==> src/rtl/ahbMatrixPkg.sv <==
// AHB matrix shared definitions
// Bus widths, AHB transfer encodings and the fixed slave address map

package ahbMatrixPkg;

  //////////////////////////////
  // Bus sizes
  //////////////////////////////
  localparam int AddrWidth     = 32;
  localparam int DataWidth     = 32;
  localparam int NumSlaves     = 4;
  localparam int SlaveIdxWidth = 2;

  //////////////////////////////
  // Slave address map
  //////////////////////////////
  // One 256 MB region per slave
  localparam logic [AddrWidth-1:0] SlaveBase [NumSlaves] = '{
    32'h0000_0000,
    32'h1000_0000,
    32'h2000_0000,
    32'h3000_0000
  };
  localparam logic [AddrWidth-1:0] SlaveMask [NumSlaves] = '{
    32'hF000_0000,
    32'hF000_0000,
    32'hF000_0000,
    32'hF000_0000
  };

  // Slave 2 can never be addressed
  localparam logic [NumSlaves-1:0] SlaveEnable    = 4'b1011;
  localparam logic [NumSlaves-1:0] ErrorOnMasked  = ~SlaveEnable;
  localparam logic                 ErrorOnNoSlave = 1'b1;

  //////////////////////////////
  // AHB encodings
  //////////////////////////////
  // HTRANS
  localparam logic [1:0] TransIdle   = 2'b00;
  localparam logic [1:0] TransBusy   = 2'b01;
  localparam logic [1:0] TransNonseq = 2'b10;
  localparam logic [1:0] TransSeq    = 2'b11;

  // HBURST
  localparam logic [2:0] BurstSingle = 3'b000;
  localparam logic [2:0] BurstIncr   = 3'b001;
  localparam logic [2:0] BurstWrap4  = 3'b010;
  localparam logic [2:0] BurstIncr4  = 3'b011;
  localparam logic [2:0] BurstWrap8  = 3'b100;
  localparam logic [2:0] BurstIncr8  = 3'b101;
  localparam logic [2:0] BurstWrap16 = 3'b110;
  localparam logic [2:0] BurstIncr16 = 3'b111;

  // HRESP
  localparam logic RespOkay  = 1'b0;
  localparam logic RespError = 1'b1;

endpackage
==> src/rtl/matrixIfs.sv <==
// Internal buses of the master port
// Slave select decode with local response, and the held address phase

`timescale 1ns/1ps

// Decode results and the port's own response
interface selectIf
  import ahbMatrixPkg::*;
();
  // Decode of the live address
  logic [NumSlaves-1:0] currentSel;
  // Decode of the held address
  logic [NumSlaves-1:0] pendingSel;
  // Local HREADYOUT and HRESP
  logic                 localReady;
  logic                 localResp;

  modport decoder (output currentSel, output pendingSel, output localReady, output localResp);
  modport tracker (input currentSel, input pendingSel);
  modport mux (input currentSel, input localReady, input localResp);
endinterface

// Registered copy of the master's address phase
interface heldPhaseIf
  import ahbMatrixPkg::*;
();
  logic [AddrWidth-1:0] haddr;
  logic [DataWidth-1:0] hwdata;
  logic                 hwrite;
  logic [2:0]           hsize;
  logic [2:0]           hburst;
  logic [3:0]           hprot;
  logic [1:0]           htrans;
  logic                 hmastlock;

  modport holder (output haddr, output hwdata, output hwrite, output hsize,
                  output hburst, output hprot, output htrans, output hmastlock);
  modport mux (input haddr, input hwdata, input hwrite, input hsize,
               input hburst, input hprot, input htrans, input hmastlock);
endinterface

==> src/rtl/masterPort.sv <==
// AHB3-Lite multi-layer switch master port
// Decodes one master's transfers onto four slave ports, holds the phase
// until the slave layer is granted and errors unmapped or masked accesses

`timescale 1ns/1ps

module masterPort
  import ahbMatrixPkg::*;
(
  input  logic                                HCLK,
  input  logic                                HRESETn,
  // Master side
  input  logic                                HSEL,
  input  logic [AddrWidth-1:0]                HADDR,
  input  logic [DataWidth-1:0]                HWDATA,
  input  logic                                HWRITE,
  input  logic [2:0]                          HSIZE,
  input  logic [2:0]                          HBURST,
  input  logic [3:0]                          HPROT,
  input  logic [1:0]                          HTRANS,
  input  logic                                HMASTLOCK,
  input  logic                                HREADY,
  output logic [DataWidth-1:0]                HRDATA,
  output logic                                HREADYOUT,
  output logic                                HRESP,
  // Slave side
  output logic [NumSlaves-1:0]                slvHSEL,
  output logic [AddrWidth-1:0]                slvHADDR,
  output logic [DataWidth-1:0]                slvHWDATA,
  output logic                                slvHWRITE,
  output logic [2:0]                          slvHSIZE,
  output logic [2:0]                          slvHBURST,
  output logic [3:0]                          slvHPROT,
  output logic [1:0]                          slvHTRANS,
  output logic                                slvHMASTLOCK,
  output logic                                slvHREADYOUT,
  input  logic [NumSlaves-1:0][DataWidth-1:0] slvHRDATA,
  input  logic [NumSlaves-1:0]                slvHREADY,
  input  logic [NumSlaves-1:0]                slvHRESP,
  // Layer grants from the slave-side arbiters
  input  logic [NumSlaves-1:0]                masterGranted
);

  // Tracker state toward the mux
  logic                     accessPending;
  logic                     accessGranted;
  logic [SlaveIdxWidth-1:0] slaveIdx;

  // Decode and held phase buses
  selectIf    sel ();
  heldPhaseIf held ();

  requestDecoder uDecoder (.*);

  accessTracker uTracker (.*);

  portMux uMux (.*);

endmodule

==> src/rtl/portMux.sv <==
// Port multiplexer of the master port
// Steers the live or held phase to the slaves and the slave or local
// response back to the master

`timescale 1ns/1ps

module portMux
  import ahbMatrixPkg::*;
(
  input  logic                                accessPending,
  input  logic                                accessGranted,
  input  logic [SlaveIdxWidth-1:0]            slaveIdx,
  selectIf.mux                                sel,
  heldPhaseIf.mux                             held,
  input  logic [AddrWidth-1:0]                HADDR,
  input  logic [DataWidth-1:0]                HWDATA,
  input  logic                                HWRITE,
  input  logic [2:0]                          HSIZE,
  input  logic [2:0]                          HBURST,
  input  logic [3:0]                          HPROT,
  input  logic [1:0]                          HTRANS,
  input  logic                                HMASTLOCK,
  input  logic                                HREADY,
  input  logic [NumSlaves-1:0][DataWidth-1:0] slvHRDATA,
  input  logic [NumSlaves-1:0]                slvHREADY,
  input  logic [NumSlaves-1:0]                slvHRESP,
  output logic [AddrWidth-1:0]                slvHADDR,
  output logic [DataWidth-1:0]                slvHWDATA,
  output logic                                slvHWRITE,
  output logic [2:0]                          slvHSIZE,
  output logic [2:0]                          slvHBURST,
  output logic [3:0]                          slvHPROT,
  output logic [1:0]                          slvHTRANS,
  output logic                                slvHMASTLOCK,
  output logic                                slvHREADYOUT,
  output logic [DataWidth-1:0]                HRDATA,
  output logic                                HREADYOUT,
  output logic                                HRESP
);

  // Held INCR beat restarts as a new burst
  logic heldIncrSeq;

  assign heldIncrSeq = (held.htrans == TransSeq) && (held.hburst == BurstIncr);

  //////////////////////////////
  // Toward the slaves
  //////////////////////////////
  assign slvHADDR     = accessPending ? held.haddr     : HADDR;
  assign slvHWDATA    = accessPending ? held.hwdata    : HWDATA;
  assign slvHWRITE    = accessPending ? held.hwrite    : HWRITE;
  assign slvHSIZE     = accessPending ? held.hsize     : HSIZE;
  assign slvHBURST    = accessPending ? held.hburst    : HBURST;
  assign slvHPROT     = accessPending ? held.hprot     : HPROT;
  assign slvHMASTLOCK = accessPending ? held.hmastlock : HMASTLOCK;
  assign slvHTRANS    = !accessPending ? HTRANS      :
                        heldIncrSeq    ? TransNonseq : held.htrans;

  // Live phase accepted only with the addressed slave ready
  assign slvHREADYOUT = accessPending ? slvHREADY[slaveIdx] :
                        HREADY && |(sel.currentSel & slvHREADY);

  //////////////////////////////
  // Toward the master
  //////////////////////////////
  assign HRDATA    = slvHRDATA[slaveIdx];
  assign HREADYOUT = accessGranted ? slvHREADY[slaveIdx] : sel.localReady;
  assign HRESP     = accessGranted ? slvHRESP[slaveIdx]  : sel.localResp;

endmodule

==> src/rtl/accessTracker.sv <==
// Access tracker of the master port
// Follows whether the slave layer is granted, drives the slave selects
// and remembers which slave owns the data phase

`timescale 1ns/1ps

module accessTracker
  import ahbMatrixPkg::*;
(
  input  logic                     HCLK,
  input  logic                     HRESETn,
  input  logic                     HSEL,
  input  logic                     HREADY,
  input  logic [NumSlaves-1:0]     masterGranted,
  input  logic [NumSlaves-1:0]     slvHREADY,
  selectIf.tracker                 sel,
  output logic [NumSlaves-1:0]     slvHSEL,
  output logic                     accessPending,
  output logic                     accessGranted,
  output logic [SlaveIdxWidth-1:0] slaveIdx
);

  // One-hot state {granted, pending, noAccess}
  logic [2:0] state;
  logic       noAccess;

  // Index of the set bit, zero when none
  function automatic logic [SlaveIdxWidth-1:0] oneHotToIdx(input logic [NumSlaves-1:0] oneHot);
    logic [SlaveIdxWidth-1:0] idx;
    idx = '0;
    for (int i = 1; i < NumSlaves; i++)
    begin
      if (oneHot[i])
        idx = SlaveIdxWidth'(i);
    end
    return idx;
  endfunction

  assign noAccess      = state[0];
  assign accessPending = state[1];
  assign accessGranted = state[2];

  //////////////////////////////
  // Access FSM
  //////////////////////////////
  always_ff @(posedge HCLK or negedge HRESETn)
  begin
    if (!HRESETn)
      state <= 3'b001;
    else
    begin
      case (1'b1)
        noAccess:
          if (sel.currentSel == '0 && sel.pendingSel == '0)
            state <= 3'b001;
          else if (|(sel.currentSel & masterGranted))
            state <= 3'b100;
          else
            state <= 3'b010;
        // Replay once the layer is ours and the slave is ready
        accessPending:
          if (|(sel.pendingSel & masterGranted) && slvHREADY[slaveIdx])
            state <= 3'b100;
        accessGranted:
          if (HREADY && sel.currentSel == '0)
            state <= 3'b001;
          else if (HREADY && ~|(sel.currentSel & masterGranted & slvHREADY))
            state <= 3'b010;
        default:
          state <= 3'b001;
      endcase
    end
  end

  // Held decode while waiting, live decode otherwise
  assign slvHSEL = accessPending ? sel.pendingSel : ({NumSlaves{HSEL}} & sel.currentSel);

  // Slave owning the next data phase
  always_ff @(posedge HCLK or negedge HRESETn)
  begin
    if (!HRESETn)
      slaveIdx <= '0;
    else if (HREADY)
      slaveIdx <= oneHotToIdx(slvHSEL);
  end

  stateOneHot: assert property (@(posedge HCLK) disable iff (!HRESETn) $onehot(state));
  // Disjoint regions give one slave at most
  selectOneHot: assert property (@(posedge HCLK) disable iff (!HRESETn) $onehot0(slvHSEL));

endmodule

==> src/rtl/requestDecoder.sv <==
// Request decoder of the master port
// Holds the address phase, decodes slave selects against the address map
// and answers idle, wait and error cycles locally

`timescale 1ns/1ps

module requestDecoder
  import ahbMatrixPkg::*;
(
  input  logic                 HCLK,
  input  logic                 HRESETn,
  input  logic                 HSEL,
  input  logic [AddrWidth-1:0] HADDR,
  input  logic [DataWidth-1:0] HWDATA,
  input  logic                 HWRITE,
  input  logic [2:0]           HSIZE,
  input  logic [2:0]           HBURST,
  input  logic [3:0]           HPROT,
  input  logic [1:0]           HTRANS,
  input  logic                 HMASTLOCK,
  input  logic                 HREADY,
  selectIf.decoder             sel,
  heldPhaseIf.holder           held
);

  logic [NumSlaves-1:0] liveSel;
  logic [NumSlaves-1:0] heldSel;
  logic [NumSlaves-1:0] maskedHit;
  logic [NumSlaves-1:0] noSlaveHit;
  logic                 liveActive;
  logic                 takeError;
  // High during the first error cycle
  logic                 errorPhase;

  // Address inside region idx
  function automatic logic regionHit(input logic [AddrWidth-1:0] addr, input int idx);
    return (addr & SlaveMask[idx]) == (SlaveBase[idx] & SlaveMask[idx]);
  endfunction

  //////////////////////////////
  // Held address phase
  //////////////////////////////
  always_ff @(posedge HCLK or negedge HRESETn)
  begin
    if (!HRESETn)
      held.htrans <= TransIdle;
    else if (HREADY)
      held.htrans <= HSEL ? HTRANS : TransIdle;
  end

  // Payload only, loaded with every accepted phase
  always_ff @(posedge HCLK)
  begin
    if (HREADY)
    begin
      held.haddr     <= HADDR;
      held.hwdata    <= HWDATA;
      held.hwrite    <= HWRITE;
      held.hsize     <= HSIZE;
      held.hburst    <= HBURST;
      held.hprot     <= HPROT;
      held.hmastlock <= HMASTLOCK;
    end
  end

  //////////////////////////////
  // Address decode
  //////////////////////////////
  assign liveActive = HSEL && (HTRANS != TransIdle);

  always_comb
  begin
    for (int s = 0; s < NumSlaves; s++)
    begin
      // No new select while an error response runs
      liveSel[s]    = SlaveEnable[s] && liveActive && regionHit(HADDR, s) &&
                      !errorPhase;
      heldSel[s]    = SlaveEnable[s] && (held.htrans != TransIdle) &&
                      regionHit(held.haddr, s);
      // Masked slave hit
      maskedHit[s]  = !SlaveEnable[s] && ErrorOnMasked[s] && liveActive &&
                      regionHit(HADDR, s);
      // Outside region s
      noSlaveHit[s] = ErrorOnNoSlave && liveActive && !regionHit(HADDR, s);
    end
  end

  // Unmapped when outside all regions
  assign takeError      = |maskedHit || &noSlaveHit;
  assign sel.currentSel = liveSel;
  assign sel.pendingSel = heldSel;

  //////////////////////////////
  // Local response FSM
  //////////////////////////////
  always_ff @(posedge HCLK or negedge HRESETn)
  begin
    if (!HRESETn)
    begin
      errorPhase     <= 1'b0;
      sel.localReady <= 1'b1;
      sel.localResp  <= RespOkay;
    end
    else if (errorPhase)
    begin
      // Second error cycle
      errorPhase     <= 1'b0;
      sel.localReady <= 1'b1;
      sel.localResp  <= RespError;
    end
    else if (HREADY)
    begin
      // Idle or not selected completes at once
      if (!liveActive)
      begin
        sel.localReady <= 1'b1;
        sel.localResp  <= RespOkay;
      end
      else if (takeError)
      begin
        // First error cycle
        errorPhase     <= 1'b1;
        sel.localReady <= 1'b0;
        sel.localResp  <= RespError;
      end
      else
      begin
        // Wait until the slave side takes over
        sel.localReady <= 1'b0;
        sel.localResp  <= RespOkay;
      end
    end
  end

  // Waiting error cycle always followed by the ready one
  errorSecondCycle: assert property (@(posedge HCLK) disable iff (!HRESETn)
    !sel.localReady && (sel.localResp == RespError) |=>
    sel.localReady && (sel.localResp == RespError));

endmodule

==> config.mk <==
export PLATFORM = sky130hd
export DESIGN_NAME = masterPort
export DESIGN_NICKNAME = d
export VERILOG_FILES = /design/src/rtl/ahbMatrixPkg.sv /design/src/rtl/matrixIfs.sv /design/src/rtl/masterPort.sv /design/src/rtl/portMux.sv /design/src/rtl/accessTracker.sv /design/src/rtl/requestDecoder.sv
export SDC_FILE = /design/constraint.sdc
export NUM_CORES = 1
export LEC_CHECK = 0
export BUFFER_PORTS_ARGS = -buffer_cell sky130_fd_sc_hd__buf_4
export CAP_MARGIN = 20
export CORE_AREA = 2 2 133 135
export DETAILED_ROUTE_END_ITERATION = 6
export DIE_AREA = 0 0 135 137
export PLACE_DENSITY = 0.68
export SLEW_MARGIN = 15
export SYNTH_ARGS = -nofsm -noshare
export SYNTH_HDL_FRONTEND = slang
export SYNTH_SLANG_ARGS = --single-unit
==> constraint.sdc <==
create_clock -name HCLK -period 1.8 [get_ports HCLK]
set_input_delay 0.09 -clock HCLK [delete_from_list [all_inputs] [get_ports HCLK]]
set_output_delay 0.09 -clock HCLK [all_outputs]
set_load 0.02 [all_outputs]
==> results.md <==
- Maximum clock frequency: between 0.5 and 0.6 GHz
- Cell-by-cell listing of the critical path: buf_12, mux4_2, mux2_4, buf_6
- Share of total power in combinational logic: between 30% and 40%
- Aggregate routed wire length: 19,200 um
- Row count: 48
- Setup crit start kind: flop
- H-tree lvl count: 3
- Met2 Wirelength: between 10,000 and 15,000 um
- Clock sinks: between 80 and 90
- VDD IR max: ~0.47 mV
- Worst-case clock skew: about 8.7 ps
- Clock power frac: 30.2%
- P per Cell Area: a little over 700 nW/um^2
- R2R setup slack: around 90 ps
- Vias post-DR: roughly 4,500
- Period utilisation layout: 102%
- Final count of pins violating max slew: 0
- Final hold slack: approximately 25 ps
- Data required time at the worst endpoint: between 1500 and 2000 ps
- Multi-input gate area in the final layout: around 2100 um^2
- Post-DRT Antenna Nets: 0
- Reported max-cap violation count: 0
- Clock tree from TritonCTS: done
- Type of the worst min-delay path: input port to flop
- Share of synthesized registers carrying an async set or reset: 11.6%
- CP Capture Type: primary output
- Most common cell after layout, fill and taps aside: sky130_fd_sc_hd__buf_4
- Avg Cell Area, Syn: about 16 um^2
- Boundary Pins: approximately 340
- Data arrival, critical path: about 1800 ps
- Half-perimeter wire length after detailed placement: approximately 15,000 um
- Buffer type at the clock tree root: sky130_fd_sc_hd__clkbuf_16
- Filler instances: around 1,400
- Highest signal layer in the routed design: met5
- Routed wire length on met3: around 1900 um
- Status: finished, violations left
- Initial antenna violation count: 2
- DRC viols: 0
- Post-synthesis instance area: about 4700 um^2
- Post-Syn Nets: between 500 and 600
- Number of failing hold endpoints at the final stage: 0
- Area of the die: 18,500 um^2
- Number of warnings reported in the yosys synthesis log: 0
- Total setup violations reported at the end of the flow: 19
- Placement Cell Area: 7570 um^2
- Maximum number of pins on one net before global-route repair: 85
- Switching share of total power: 28.2%
- Post-detailed-route via-to-cell ratio: ~4.8
- Post-synthesis instance total: 290
- Effective utilization at floorplan: 27.6%
- Initial drt markers: 132
- Finished Core Util: 51.6%
- Lkg Pwr: 3.73 nW
- Die Width: between 100 and 150 um
- Unrepaired setup endpoints after global routing: true
- GRT Residual Overflow: 0
- DIE HEIGHT: roughly 140 um
- Clock-pin slew of the registers on the worst-case setup and hold paths: approximately 70 ps
- Port Buffer Count: 336
- Area growth from synthesis to final layout: 86.7%
- Int Pwr: roughly 0.0046 W
- Total non-filler cell area in the finished layout: a little under 9000 um^2
- Post-synth EDFFs: 76
- Post-route met1 wirelength: ~6400 um
- Number of nets at the end of the flow: ~940
- Most used cells in the layout excluding fill and tap cells: sky130_fd_sc_hd__buf_4 (346), sky130_fd_sc_hd__mux2_2 (78), sky130_fd_sc_hd__dlygate4sd3_1 (78), sky130_fd_sc_hd__edfxtp_1 (76), sky130_fd_sc_hd__mux4_2 (34)
- Total Routing Usage GR: around a fifth
- Skew-Pair Late Insertion Delay: ~330 ps
- Share of power burned in registers: between 30% and 40%
- Area taken by flip-flops and latches: ~2500 um^2
- Share of synthesized area occupied by flip-flops and latches: roughly 54%
- Top flip-flop cell by instance count after synthesis: sky130_fd_sc_hd__edfxtp_1
- Setup CP Type: flop to primary output
- Share of layout cells above drive strength 1: 69.4%
- Maximum clock insertion buffer count: 2
- Violated checks: negative setup slack
- Core Footprint: between 15,000 and 20,000 um^2
- Netlist cell types: 45
- Time the final worst path needs with I/O delays and setup: 1840 ps
- GPL Wtd Cong: a little over 0.8
- Wire length of the first global-routing pass: 27,300 um
- Setup Slack @ Placement: ~120 ps
- Number of buffers inserted during clock tree synthesis: 9
- Cell with the largest stage delay on the worst path: sky130_fd_sc_hd__mux4_2
- Via count of the first global-routing pass: slightly below 5,000
- Largest fanout of any net on the critical path: 6
- Register bit total from synthesis: 86
- Net load switching power: between 0.0015 and 0.002 W
- Final WS setup: -41.4 ps
- Maximum cell stage delay along the critical path: between 400 and 500 ps
- Pre-Repair DR Iteration Count: 4
- Routed length per instance: between 20 and 25 um
## flip-flops by register name, indices dropped and copies added, names as in the netlist
register,count
uDecoder.held.hburst,3
uDecoder.sel.localResp,1
uDecoder.sel.localReady,1
uDecoder.held.hwdata,32
uTracker.slaveIdx,2
uDecoder.held.hmastlock,1
uDecoder.held.hprot,4
uDecoder.held.haddr,32
uDecoder.held.htrans,2
uDecoder.held.hwrite,1
uTracker.state,3
uDecoder.held.hsize,3
uDecoder.errorPhase,1
## path summary, 6_finish.rpt
check | startpoint | to | cells after the start
worst max-delay path | uTracker.slaveIdx[0]$_DFFE_PN0P_ | HRESP | 4
worst min-delay path | HSEL | uDecoder.held.htrans[1]$_DFFE_PN0P_ | 3
worst max register to register | uTracker.slaveIdx[0]$_DFFE_PN0P_ | uTracker.state[2]$_DFFE_PN0P_ | 5
worst min register to register | uDecoder.sel.localResp$_DFFE_PN0P_ | uDecoder.sel.localResp$_DFFE_PN0P_ | 2
max in group asynchronous | HRESETn | uTracker.state[0]$_DFF_PN1_ | 2
min in group asynchronous | HRESETn | uDecoder.held.htrans[1]$_DFFE_PN0P_ | 2
## layer usage
| layer | global-route usage, % | vias to the layer above |
|---|---|---|
| met5 | 0 | - |
| met4 | 9.26 | 4 |
| met3 | 6.00 | 45 |
| met2 | 36.4 | 264 |
| met1 | 20.9 | 2171 |
| li1 | - | 2036 |
## Yosys cell counts, types with 2 or more instances
cell	instances	area, um^2
sky130_fd_sc_hd__inv_1	7	26.3
sky130_fd_sc_hd__dfrtp_1	8	200
sky130_fd_sc_hd__nand2_1	2	7.51
sky130_fd_sc_hd__dfstp_2	2	52.6
sky130_fd_sc_hd__nor2_1	7	26.3
sky130_fd_sc_hd__a211oi_1	2	15.0
sky130_fd_sc_hd__mux2_2	80	901
sky130_fd_sc_hd__o21ai_1	2	10.0
sky130_fd_sc_hd__nand3_1	4	20.0
sky130_fd_sc_hd__nor3_1	4	20.0
sky130_fd_sc_hd__a21o_1	2	15.0
sky130_fd_sc_hd__mux2i_1	2	20.0
sky130_fd_sc_hd__mux4_2	34	766
sky130_fd_sc_hd__o21ai_0	8	40.0
sky130_fd_sc_hd__a31oi_1	2	12.5
sky130_fd_sc_hd__a21oi_1	4	20.0
sky130_fd_sc_hd__clkbuf_1	11	41.3
sky130_fd_sc_hd__edfxtp_1	76	2280
sky130_fd_sc_hd__buf_1	3	11.3
sky130_fd_sc_hd__buf_2	5	25.0
## through the flow
step                std cells  TNS (ps)  total power [W]
floorplan                 290         0          0.00333
global placement          841         0          0.00430
detailed placement        841         0          0.00432
CTS                       941     -1340          0.00644
global route              944     -2860          0.00667
finish                    945      -251          0.00639
## power by group through the flow
stage | logic, W | registers [W] | clock network, W
2_1_floorplan | 0.000904 | 0.00242 | 0
3_5_place_dp | 0.00187 | 0.00246 | 0
3_3_place_gp | 0.00185 | 0.00245 | 0
4_1_cts | 0.00204 | 0.00242 | 0.00199
6_report | 0.00204 | 0.00242 | 0.00193
5_1_grt | 0.00216 | 0.00243 | 0.00208
## cell type report
type	count	share of cell area (%)
Inverter	9	0.384
Antenna cell	1	0.0284
Multi-Input combinational cell	174	23.9
Clock buffer	9	2.56
Tap cell	225	3.20
Timing Repair Buffer	434	40.2
Clock inverter	7	0.910
Sequential cell	86	28.9
## kinds of logic after synthesis
| family | after synthesis | share of synthesized area [%] |
|---|---|---|
| AO/OA/AOI/OAI | 30 | 4.59 |
| buffers and inverters | 30 | 2.76 |
| flip-flops | 86 | 53.8 |
| multiplexers | 116 | 35.8 |
| other | 1 | 0.0795 |
| AND/OR/NAND/NOR | 27 | 3.05 |
## timing repair
| item | CTS | global route |
|---|---|---|
| endpoints found under the hold margin | 86 | 0 |
| setup endpoints to repair | 24 | 37 |
| hold buffers | 78 | 0 |
| setup buffers | 6 | 3 |
| gates resized for setup | 10 | 5 |
| pin swaps | 0 | 6 |
## worst max-delay path: cells and delay by family, from the launching register on
kind | cells | cell delay [ps]
buffers and inverters | 2 | 260
flip-flops | 1 | 400
multiplexers | 2 | 760
No activity file was read; power rests on OpenSTA's default activity.
